### src/verilog/dir_pkg.sv
package dir_pkg;

    localparam int SET_W    = 4;             // 16 sets
    localparam int NUM_SETS = 1 << SET_W;
    localparam int TAG_W    = 12;
    localparam int WAY_W    = 2;             // Way index
    localparam int NUM_WAYS = 4;

    // Requester operation codes
    typedef enum logic [1:0] {
        OP_LOOKUP = 2'd0,                    // Probe only
        OP_ALLOC  = 2'd1,                    // Install on miss
        OP_INVAL  = 2'd2                     // Clear matching way
    } dir_op_e;

    // 18-bit request
    typedef struct packed {
        dir_op_e          op;
        logic [SET_W-1:0] set;
        logic [TAG_W-1:0] tag;
    } dir_req_t;

    // 16-bit response
    typedef struct packed {
        logic             hit;
        logic [WAY_W-1:0] way;               // Hit way, filled way or zero
        logic             evict_valid;       // Fill displaced a valid tag
        logic [TAG_W-1:0] evict_tag;         // Zero unless evict_valid
    } dir_rsp_t;

    // One directory entry
    typedef struct packed {
        logic             valid;
        logic [TAG_W-1:0] tag;
    } dir_way_t;

    // Whole set, 52 bits
    typedef dir_way_t [NUM_WAYS-1:0] dir_ways_t;

endpackage

### src/verilog/dir_ctrl.sv
`timescale 1ns/10ps

module dir_ctrl #(
    parameter int RSP_CREDITS = 2
) (
    input  logic                      clk_i,
    input  logic                      rst_ni,
    input  dir_pkg::dir_req_t         req,          // Queue head
    input  logic                      not_empty,
    output logic                      pop,
    output logic [dir_pkg::SET_W-1:0] set,
    input  dir_pkg::dir_ways_t        ways,         // Set read back
    input  logic [dir_pkg::WAY_W-1:0] victim_way,
    output logic                      alloc_miss,
    output logic                      wr_en,
    output logic [dir_pkg::WAY_W-1:0] wr_way,
    output logic                      wr_valid,
    output logic [dir_pkg::TAG_W-1:0] wr_tag,
    input  logic                      rsp_credit,   // Requester freed a slot
    output logic                      rsp_valid,
    output dir_pkg::dir_rsp_t         rsp
);
    import dir_pkg::*;

    localparam int CNT_W = $clog2(RSP_CREDITS + 1);

    logic [CNT_W-1:0] credit_q;                     // Response credits held
    logic             hit;
    logic [WAY_W-1:0] hit_way;
    dir_rsp_t         rsp_d;

    assign set = req.set;                           // Array indexed by head
    assign pop = not_empty && (credit_q != '0);     // Stall without credit

    // Tag compare, lowest way wins
    always_comb begin
        hit     = 1'b0;
        hit_way = '0;
        for (int w = NUM_WAYS - 1; w >= 0; w--) begin
            if (ways[w].valid && (ways[w].tag == req.tag)) begin
                hit     = 1'b1;
                hit_way = WAY_W'(w);
            end
        end
    end

    // Operation decode, write port and response
    always_comb begin
        alloc_miss = 1'b0;
        wr_en      = 1'b0;
        wr_way     = hit_way;
        wr_valid   = 1'b0;
        wr_tag     = req.tag;
        rsp_d      = '0;
        rsp_d.hit  = hit;
        rsp_d.way  = hit ? hit_way : '0;            // Zero on plain miss
        case (req.op)
            OP_ALLOC: begin
                if (!hit) begin                     // Hit leaves the set alone
                    alloc_miss        = pop;
                    wr_en             = pop;
                    wr_way            = victim_way;
                    wr_valid          = 1'b1;
                    rsp_d.way         = victim_way;
                    rsp_d.evict_valid = ways[victim_way].valid;
                    rsp_d.evict_tag   = ways[victim_way].valid ? ways[victim_way].tag : '0;
                end
            end
            OP_INVAL: begin
                wr_en = pop && hit;                 // Clear only a matching way
            end
            default: begin
            end                                     // LOOKUP reads only
        endcase
    end

    always_ff @(posedge clk_i or negedge rst_ni) begin
        if (!rst_ni) begin
            credit_q  <= CNT_W'(RSP_CREDITS);
            rsp_valid <= 1'b0;
        end else begin
            credit_q  <= credit_q + CNT_W'(rsp_credit) - CNT_W'(pop);
            rsp_valid <= pop;                       // One cycle after pop
        end
    end

    always_ff @(posedge clk_i) begin
        if (pop) begin
            rsp <= rsp_d;
        end
    end

    // Requester returned more credits than it was given
    assert property (@(posedge clk_i) disable iff (!rst_ni)
        credit_q <= CNT_W'(RSP_CREDITS))
    else $error("dir_ctrl: response credit count %0d above limit", credit_q);

endmodule

### src/verilog/dir_lfsr.sv
`timescale 1ns/10ps

module dir_lfsr #(
    parameter int LFSR_WIDTH = 8
) (
    input  logic                  clk_i,
    input  logic                  rst_ni,
    input  logic                  shift,         // Advance one step
    output logic [LFSR_WIDTH-1:0] val
);

    // Maximal-length taps per width
    function automatic logic [15:0] poly_of(int w);
        case (w)
            8:       return 16'h00E1;
            9:       return 16'h01EA;
            10:      return 16'h02E3;
            11:      return 16'h04E3;
            12:      return 16'h0AE2;
            13:      return 16'h10E3;
            14:      return 16'h20EA;
            15:      return 16'h41E2;
            16:      return 16'h81EE;
            default: return 16'h0000;            // Rejected below
        endcase
    endfunction

    localparam logic [15:0] POLY = poly_of(LFSR_WIDTH);

    logic [LFSR_WIDTH-1:0] lfsr_q;
    logic [LFSR_WIDTH-1:0] lfsr_d;

    always_comb begin
        lfsr_d = lfsr_q >> 1;                    // Galois form shifts right
        if (lfsr_q[0]) begin
            lfsr_d = lfsr_d ^ POLY[LFSR_WIDTH-1:0];  // Feed back when LSB set
        end
    end

    always_ff @(posedge clk_i or negedge rst_ni) begin
        if (!rst_ni) begin
            lfsr_q <= '1;                        // Never the lock-up state
        end else if (shift) begin
            lfsr_q <= lfsr_d;
        end
    end

    assign val = lfsr_q;

    if ((LFSR_WIDTH < 8) || (LFSR_WIDTH > 16)) begin : gen_width_check
        $fatal(1, "dir_lfsr: LFSR_WIDTH must be 8 to 16");
    end

endmodule

### src/verilog/dir_req_fifo.sv
`timescale 1ns/10ps

module dir_req_fifo #(
    parameter int REQ_DEPTH = 4
) (
    input  logic              clk_i,
    input  logic              rst_ni,
    input  logic              push,       // Requester send, credit held
    input  dir_pkg::dir_req_t wdata,
    input  logic              pop,        // Also the returned credit
    output dir_pkg::dir_req_t rdata,      // Head entry
    output logic              not_empty
);
    import dir_pkg::*;

    localparam int PTR_W = (REQ_DEPTH > 1) ? $clog2(REQ_DEPTH) : 1;
    localparam int CNT_W = $clog2(REQ_DEPTH + 1);

    dir_req_t         mem_q [REQ_DEPTH];  // Payload storage
    logic [PTR_W-1:0] wr_ptr_q;
    logic [PTR_W-1:0] rd_ptr_q;
    logic [CNT_W-1:0] count_q;            // Occupancy
    logic             full;

    // Wraps at REQ_DEPTH, any depth
    function automatic logic [PTR_W-1:0] ptr_inc(logic [PTR_W-1:0] p);
        return (p == PTR_W'(REQ_DEPTH - 1)) ? '0 : p + 1'b1;
    endfunction

    always_ff @(posedge clk_i or negedge rst_ni) begin
        if (!rst_ni) begin
            wr_ptr_q <= '0;
            rd_ptr_q <= '0;
            count_q  <= '0;
        end else begin
            if (push) begin
                wr_ptr_q <= ptr_inc(wr_ptr_q);
            end
            if (pop) begin
                rd_ptr_q <= ptr_inc(rd_ptr_q);
            end
            if (push && !pop) begin
                count_q <= count_q + 1'b1;
            end else if (pop && !push) begin
                count_q <= count_q - 1'b1;
            end
        end
    end

    always_ff @(posedge clk_i) begin
        if (push) begin
            mem_q[wr_ptr_q] <= wdata;     // Head visible next cycle
        end
    end

    assign rdata     = mem_q[rd_ptr_q];
    assign not_empty = (count_q != '0);
    assign full      = (count_q == CNT_W'(REQ_DEPTH));

    // Requester overran its credits
    assert property (@(posedge clk_i) disable iff (!rst_ni) !(push && full))
    else $error("dir_req_fifo: push into full queue, request credit violated");

    assert property (@(posedge clk_i) disable iff (!rst_ni) !(pop && !not_empty))
    else $error("dir_req_fifo: pop from empty queue");

endmodule

### src/verilog/dir_tag_array.sv
`timescale 1ns/10ps

module dir_tag_array (
    input  logic                      clk_i,
    input  logic                      rst_ni,
    input  logic [dir_pkg::SET_W-1:0] set,        // Read and write index
    output dir_pkg::dir_ways_t        ways,       // Combinational read
    input  logic                      wr_en,
    input  logic [dir_pkg::WAY_W-1:0] wr_way,
    input  logic                      wr_valid,
    input  logic [dir_pkg::TAG_W-1:0] wr_tag
);
    import dir_pkg::*;

    logic [NUM_WAYS-1:0] valid_q [NUM_SETS];            // Cleared on reset
    logic [TAG_W-1:0]    tag_q   [NUM_SETS][NUM_WAYS];  // Payload only
    logic                dup_tag;

    // Valid bits
    always_ff @(posedge clk_i or negedge rst_ni) begin
        if (!rst_ni) begin
            for (int s = 0; s < NUM_SETS; s++) begin
                valid_q[s] <= '0;
            end
        end else if (wr_en) begin
            valid_q[set][wr_way] <= wr_valid;           // Fill or invalidate
        end
    end

    // Tags
    always_ff @(posedge clk_i) begin
        if (wr_en && wr_valid) begin                    // INVAL keeps old tag
            tag_q[set][wr_way] <= wr_tag;
        end
    end

    // Whole set out
    always_comb begin
        for (int w = 0; w < NUM_WAYS; w++) begin
            ways[w].valid = valid_q[set][w];
            ways[w].tag   = tag_q[set][w];
        end
    end

    // Same tag already valid in another way of this set
    always_comb begin
        dup_tag = 1'b0;
        for (int w = 0; w < NUM_WAYS; w++) begin
            if ((WAY_W'(w) != wr_way) && valid_q[set][w] && (tag_q[set][w] == wr_tag)) begin
                dup_tag = 1'b1;
            end
        end
    end

    // Control only fills on a miss, so a set never holds a tag twice
    assert property (@(posedge clk_i) disable iff (!rst_ni)
        (wr_en && wr_valid) |-> !dup_tag)
    else $error("dir_tag_array: fill duplicates a valid tag in set %0d", set);

endmodule

### src/verilog/dir_top.sv
`timescale 1ns/10ps

module dir_top #(
    parameter int LFSR_WIDTH  = 8,            // 8 to 16
    parameter int REQ_DEPTH   = 4,            // Request credits at reset
    parameter int RSP_CREDITS = 2             // Response credits at reset
) (
    input  logic              clk_i,
    input  logic              rst_ni,
    input  logic              req_valid,
    input  dir_pkg::dir_req_t req,
    output logic              req_credit,     // Pulses once per dequeue
    output logic              rsp_valid,
    output dir_pkg::dir_rsp_t rsp,
    input  logic              rsp_credit
);
    import dir_pkg::*;

    dir_req_t              head_req;
    logic                  not_empty;
    logic [SET_W-1:0]      set;
    dir_ways_t             ways;
    logic [WAY_W-1:0]      victim_way;
    logic                  alloc_miss;
    logic                  wr_en;
    logic [WAY_W-1:0]      wr_way;
    logic                  wr_valid;
    logic [TAG_W-1:0]      wr_tag;
    logic [LFSR_WIDTH-1:0] lfsr_val;
    logic                  lfsr_shift;

    // Pop doubles as the request credit
    dir_req_fifo #(.REQ_DEPTH(REQ_DEPTH)) dir_req_fifo_i (
        .clk_i     (clk_i),
        .rst_ni    (rst_ni),
        .push      (req_valid),
        .wdata     (req),
        .pop       (req_credit),
        .rdata     (head_req),
        .not_empty (not_empty)
    );

    dir_ctrl #(.RSP_CREDITS(RSP_CREDITS)) dir_ctrl_i (
        .clk_i      (clk_i),
        .rst_ni     (rst_ni),
        .req        (head_req),
        .not_empty  (not_empty),
        .pop        (req_credit),
        .set        (set),
        .ways       (ways),
        .victim_way (victim_way),
        .alloc_miss (alloc_miss),
        .wr_en      (wr_en),
        .wr_way     (wr_way),
        .wr_valid   (wr_valid),
        .wr_tag     (wr_tag),
        .rsp_credit (rsp_credit),
        .rsp_valid  (rsp_valid),
        .rsp        (rsp)
    );

    dir_tag_array dir_tag_array_i (
        .clk_i    (clk_i),
        .rst_ni   (rst_ni),
        .set      (set),
        .ways     (ways),
        .wr_en    (wr_en),
        .wr_way   (wr_way),
        .wr_valid (wr_valid),
        .wr_tag   (wr_tag)
    );

    dir_victim_sel #(.LFSR_WIDTH(LFSR_WIDTH)) dir_victim_sel_i (
        .ways       (ways),
        .rnd        (lfsr_val),
        .alloc_miss (alloc_miss),
        .victim_way (victim_way),
        .shift      (lfsr_shift)
    );

    dir_lfsr #(.LFSR_WIDTH(LFSR_WIDTH)) dir_lfsr_i (
        .clk_i  (clk_i),
        .rst_ni (rst_ni),
        .shift  (lfsr_shift),
        .val    (lfsr_val)
    );

endmodule

### src/verilog/dir_victim_sel.sv
`timescale 1ns/10ps

module dir_victim_sel #(
    parameter int LFSR_WIDTH = 8
) (
    input  dir_pkg::dir_ways_t        ways,        // Set being allocated
    input  logic [LFSR_WIDTH-1:0]     rnd,         // LFSR state
    input  logic                      alloc_miss,  // ALLOC missed this cycle
    output logic [dir_pkg::WAY_W-1:0] victim_way,
    output logic                      shift        // Consume random number
);
    import dir_pkg::*;

    logic [NUM_WAYS-1:0] valid_vec;
    logic                all_valid;

    always_comb begin
        for (int w = 0; w < NUM_WAYS; w++) begin
            valid_vec[w] = ways[w].valid;
        end
    end

    assign all_valid = &valid_vec;

    // Lowest invalid way first, random way when full
    always_comb begin
        victim_way = rnd[WAY_W-1:0];
        for (int w = NUM_WAYS - 1; w >= 0; w--) begin
            if (!valid_vec[w]) begin
                victim_way = WAY_W'(w);          // Lower index overrides
            end
        end
    end

    assign shift = alloc_miss && all_valid;      // Only a random pick advances LFSR

    // Fill lands on a free way whenever the set has one
    always_comb begin
        if (alloc_miss && !all_valid) begin
            assert (!valid_vec[victim_way])
            else $error("dir_victim_sel: victim way %0d valid while an invalid way exists",
                        victim_way);
        end
    end

    if (LFSR_WIDTH < WAY_W) begin : gen_rnd_check
        $fatal(1, "dir_victim_sel: LFSR narrower than way index");
    end

endmodule
### config.mk
export PLATFORM = sky130hd
export DESIGN_NAME = dir_top
export DESIGN_NICKNAME = d
export VERILOG_FILES = /design/src/verilog/dir_pkg.sv /design/src/verilog/dir_ctrl.sv /design/src/verilog/dir_lfsr.sv /design/src/verilog/dir_req_fifo.sv /design/src/verilog/dir_tag_array.sv /design/src/verilog/dir_top.sv /design/src/verilog/dir_victim_sel.sv
export SDC_FILE = /design/constraint.sdc
export NUM_CORES = 1
export LEC_CHECK = 0
export BUFFER_PORTS_ARGS = -buffer_cell sky130_fd_sc_hd__buf_2
export CAP_MARGIN = 20
export CELL_PAD_IN_SITES_DETAIL_PLACEMENT = 2
export CELL_PAD_IN_SITES_GLOBAL_PLACEMENT = 2
export CORE_ASPECT_RATIO = 1.25
export CORE_MARGIN = 2
export CORE_UTILIZATION = 43
export DETAILED_ROUTE_END_ITERATION = 6
export GPL_TIMING_DRIVEN = 0
export PLACE_DENSITY = 0.74
export SYNTH_ARGS = -nofsm -noshare
export SYNTH_HDL_FRONTEND = slang
export SYNTH_SLANG_ARGS = --single-unit
export TNS_END_PERCENT = 10
### constraint.sdc
create_clock -name clk_i -period 5.1 [get_ports clk_i]
set_clock_uncertainty 0.05 [all_clocks]
set_input_delay 1.275 -clock clk_i [delete_from_list [all_inputs] [get_ports clk_i]]
set_output_delay 1.275 -clock clk_i [all_outputs]
set_load 0.03 [all_outputs]
==> results.txt <==
The endpoint class of the critical path is a flop. Setup violations remaining at the end of the flow were counted as 63. The met2 track utilization from global routing is 57.60%. The number of hold buffers added after cts came out at 0. The die span in y is 349.9 um. The min-delay analysis places its worst path in the category input pin to async pin. The placement row count is roughly 130. The number of max-slew violations in the final report was 0. The relative slew slack is about 33%. Leaving out fill and tap cells, the most frequent cell in the layout is sky130_fd_sc_hd__edfxtp_1. Across the run, the number of max-cap violations was 0.

The number of standard cells in the final layout excluding fillers is about 4200. The clock buffer count from CTS is 96. The final reports fail on negative setup slack. The storage element area came out at around 28000 um2. The first detailed-routing pass ran for 5 iterations. The per-instance average area after synthesis is roughly 16 um2. The relative area change from synthesis to final layout came out at 22.02%. The worst path uses 101.5% of the clock period. The register bit total from synthesis is about 940. After synthesis, the share of flip-flops with an asynchronous set or reset is 8.742%. The global routing met3 resource utilization is between 7 and 8%. Global routing finished with a remaining overflow of 0. The final estimated routing congestion in global placement came out at roughly 0.95.

STA classifies the critical path startpoint as a flop. The sum of negative setup slack is -1.323 ns. The filler cell count in the final layout is 8348.

In the layout the commonest cells are sky130_fd_sc_hd__edfxtp_1 (856), sky130_fd_sc_hd__mux2i_1 (323), sky130_fd_sc_hd__nand2_1 (151). The net count of the mapped netlist is ~2600. Power spread over the standard cell area amounts to between 700 and 800 nW/um2.

The number of sinks on the clock net is about 940. The met1 track demand over resource is ~40%. At the pin with the least slew margin, the transition time is 0.9977 ns.

The run finished, with violations left. The clock transition at the registers of the reported paths is approximately 0.06 ns. The area of combinational cells with multiple inputs came out at ~14000 um2. Once the floorplan was initialized, standard cells occupied a little over two fifths of the core. Clock latency on the worst-skew pair, taken at its later pin, is 0.70 ns.

In this run the deepest clock path goes through 3 buffers. The worst setup margin is -0.07396 ns. The highest clock rate is just under 200 MHz. The total half-perimeter wirelength after legalization and detailed placement is about 110000 um.

CTS placed an instance of sky130_fd_sc_hd__clkbuf_16 at the clock tree root. The peak fanout along the critical path came out at 10. The via count of the first global-routing pass is 29082.

TritonCTS built the clock tree. The number of placed cells counting well taps came out at just under 4000. The leakage dissipation is approximately 18 nW. The signal arrival time at the worst endpoint is between 5 and 6 ns. By area the synthesized netlist is led by sky130_fd_sc_hd__edfxtp_1 (62%), sky130_fd_sc_hd__mux2i_1 (8.8%), sky130_fd_sc_hd__mux4_2 (4.7%). The initial antenna violation count is 7.

The number of vias per cell after detailed routing is ~6.5. The net total in the final layout is about 3000. The count of yosys warnings during synthesis came out at 0.

40 I/O pins were placed. The number of synthesized flops with an enable pin came out at 856. The clock tree synthesis step divided the H-tree into 3 levels. The most area-hungry cell type in the Yosys netlist is sky130_fd_sc_hd__edfxtp_1. The average wire length per cell after detail routing is 40.82 um. The total standard cell area after synthesis is 41160 um2. The share of Yosys cell area claimed by the top area cell type is between 60% and 70%. The total wire length after detailed routing came out at 171300 um.

In this run, the number of DRC markers left after iteration 0 of detailed routing was 2921. In this run the most used layer during global routing was met2. The global router's overall resource usage came out at 34.49%.

The wire length of the first global-routing pass came out at 233000 um. Overall power consumption after layout is estimated at ~37 mW. During placement, the flow inserted port buffers numbering 39. The worst setup path is of the flop to flop kind. The post-detailed-route count of antenna-violating nets came out at 0. The final critical delay including setup and external delays is about 5.2 ns.

Final hold analysis gives a worst-case slack of 0.3832 ns. The total number of vias came out at 27134. After floorplanning, the core was sized to cover ~95000 um2.

The number of hold violations in the final report is 0. For this run, the share of the core covered by cells in the final layout is a little over half. The data required time at the worst endpoint came out at approximately 5.4 ns. The maximum number of pins on one net before global-route repair came out at 74. The portion of the post-synthesis area used by sequential elements is around two thirds. The count of distinct cell types in the synthesized netlist is 89. The chip width came out at 280.7 um.

The number of DRC violations after detailed routing came out at 0. Setup repair after global routing could not meet its margin everywhere. The most used flip-flop cell after synthesis is sky130_fd_sc_hd__edfxtp_1. The peak supply drop came out at 0.0004131 V.

The share of post-route cells with drive strength above 1 came out at a little under a third. Counting every instance in the synthesized netlist gives about 2600. The area enclosed by the die boundary came out at 98220 um2.
## logic make-up after synthesis
logic type               after synthesis  synth area share, %
AO/OA/AOI/OAI                        414                7.229
buffers and inverters                204                2.943
AND/OR/NAND/NOR                      429                5.122
flip-flops                           938                67.47
adder cells (fa/ha/maj)               11               0.3526
XOR/XNOR                             108                2.298
multiplexers                         485                14.59
## critical path, stage by stage (launching register included)
cell and delay [ns]:
sky130_fd_sc_hd__dfrtp_1 0.37, sky130_fd_sc_hd__buf_6 0.15, sky130_fd_sc_hd__mux4_2 0.56, sky130_fd_sc_hd__buf_12 0.18, sky130_fd_sc_hd__buf_12 0.16, sky130_fd_sc_hd__buf_12 0.16, sky130_fd_sc_hd__clkbuf_8 0.19, sky130_fd_sc_hd__nor2b_4 0.25
sky130_fd_sc_hd__a22oi_2 0.18, sky130_fd_sc_hd__and3b_1 0.27, sky130_fd_sc_hd__nor3_2 0.13, sky130_fd_sc_hd__buf_4 0.19, sky130_fd_sc_hd__o2111ai_2 0.18, sky130_fd_sc_hd__nor4_4 0.43, sky130_fd_sc_hd__a22oi_2 0.16, sky130_fd_sc_hd__nor2_4 0.17
sky130_fd_sc_hd__o21ai_4 0.11, sky130_fd_sc_hd__or2_4 0.34, sky130_fd_sc_hd__buf_12 0.18, sky130_fd_sc_hd__nor2_4 0.21, sky130_fd_sc_hd__clkbuf_16 0.21
## synthesized netlist by cell type, types with 27 or more instances
cell,number
sky130_fd_sc_hd__dfrtp_1,73
sky130_fd_sc_hd__mux4_2,86
sky130_fd_sc_hd__nor2_1,111
sky130_fd_sc_hd__clkbuf_1,54
sky130_fd_sc_hd__buf_6,39
sky130_fd_sc_hd__o21ai_1,44
sky130_fd_sc_hd__nand2_1,160
sky130_fd_sc_hd__buf_2,59
sky130_fd_sc_hd__xnor2_1,48
sky130_fd_sc_hd__a21oi_1,45
sky130_fd_sc_hd__o31ai_1,35
sky130_fd_sc_hd__edfxtp_1,856
sky130_fd_sc_hd__o22ai_1,49
sky130_fd_sc_hd__o21ai_0,48
sky130_fd_sc_hd__mux2i_1,361
sky130_fd_sc_hd__mux2_2,27
sky130_fd_sc_hd__a22oi_1,62
sky130_fd_sc_hd__xor2_1,60
## per-stage QoR
step,area [um2],setup slack (ns)
2_1_floorplan,41170,0.001618
3_3_place_gp,42880,-3.459
3_5_place_dp,43740,-1.819
4_1_cts,49140,-0.02509
5_1_grt,50220,-0.09351
6_report,50220,-0.07396
## worst paths after layout
path / startpoint / end / slack [ns] / cells past startpoint
worst max register to register: dir_req_fifo_i.rd_ptr_q[0] / dir_tag_array_i.tag_q[4][0] / -0.07 / 20
max in group asynchronous: rst_ni / dir_lfsr_i.val[3] / 3.96 / 2
worst min register to register: dir_tag_array_i.valid_q[28] / dir_tag_array_i.valid_q[28] / 0.44 / 1
min in group clk_i: dir_tag_array_i.valid_q[28] / dir_tag_array_i.valid_q[28] / 0.44 / 1
worst min-delay path: rst_ni / dir_req_fifo_i.rd_ptr_q[1] / 0.38 / 1
worst max-delay path: dir_req_fifo_i.rd_ptr_q[0] / dir_tag_array_i.tag_q[4][0] / -0.07 / 20
## area by class of cell
type / count / area share [%]
Clock buffer: 117 / 5.215
Antenna cell: 1 / 0.004983
Multi-Input combinational cell: 1447 / 27.00
Timing Repair Buffer: 225 / 4.791
Inverter: 24 / 0.1819
Tap cell: 1216 / 3.030
Sequential cell: 938 / 55.29
Buffer: 168 / 3.259
Clock inverter: 61 / 1.223
## state kept, by name (all words and copies together), names as in the netlist
register                 count
dir_lfsr_i.val               8
dir_req_fifo_i.rd_ptr_q      2
dir_req_fifo_i.count_q       3
dir_ctrl_i.credit_q          2
dir_tag_array_i.valid_q     64
dir_ctrl_i.rsp_valid         1
dir_ctrl_i.rsp              16
dir_tag_array_i.tag_q      768
dir_req_fifo_i.wr_ptr_q      2
dir_req_fifo_i.mem_q        72
## what timing repair did
action,in CTS,in global routing
setup endpoints to repair,856,851
cloned,1,2
pin swaps,52,22
setup buffers,66,42
gates resized for setup,370,120
## power by group
part	total (mW)	internal [mW]	leakage (nW)	switching [mW]
clock	7.42	4.25	1.58	3.17
sequential	10.1	9.91	8.81	0.137
combinational	19.4	6.36	7.33	13.1
total	36.9	20.5	17.7	16.4
## layer usage
layer  wire, um  share of wire (%)  vias up
met3      12930                7.5      546
met5         28              0.016        -
met4      14140                8.3        4
met2      83480                 49     1470
met1      60770                 35    14383
li1           -                  -    10731
Note: power is estimated with default switching activity, not from simulation.
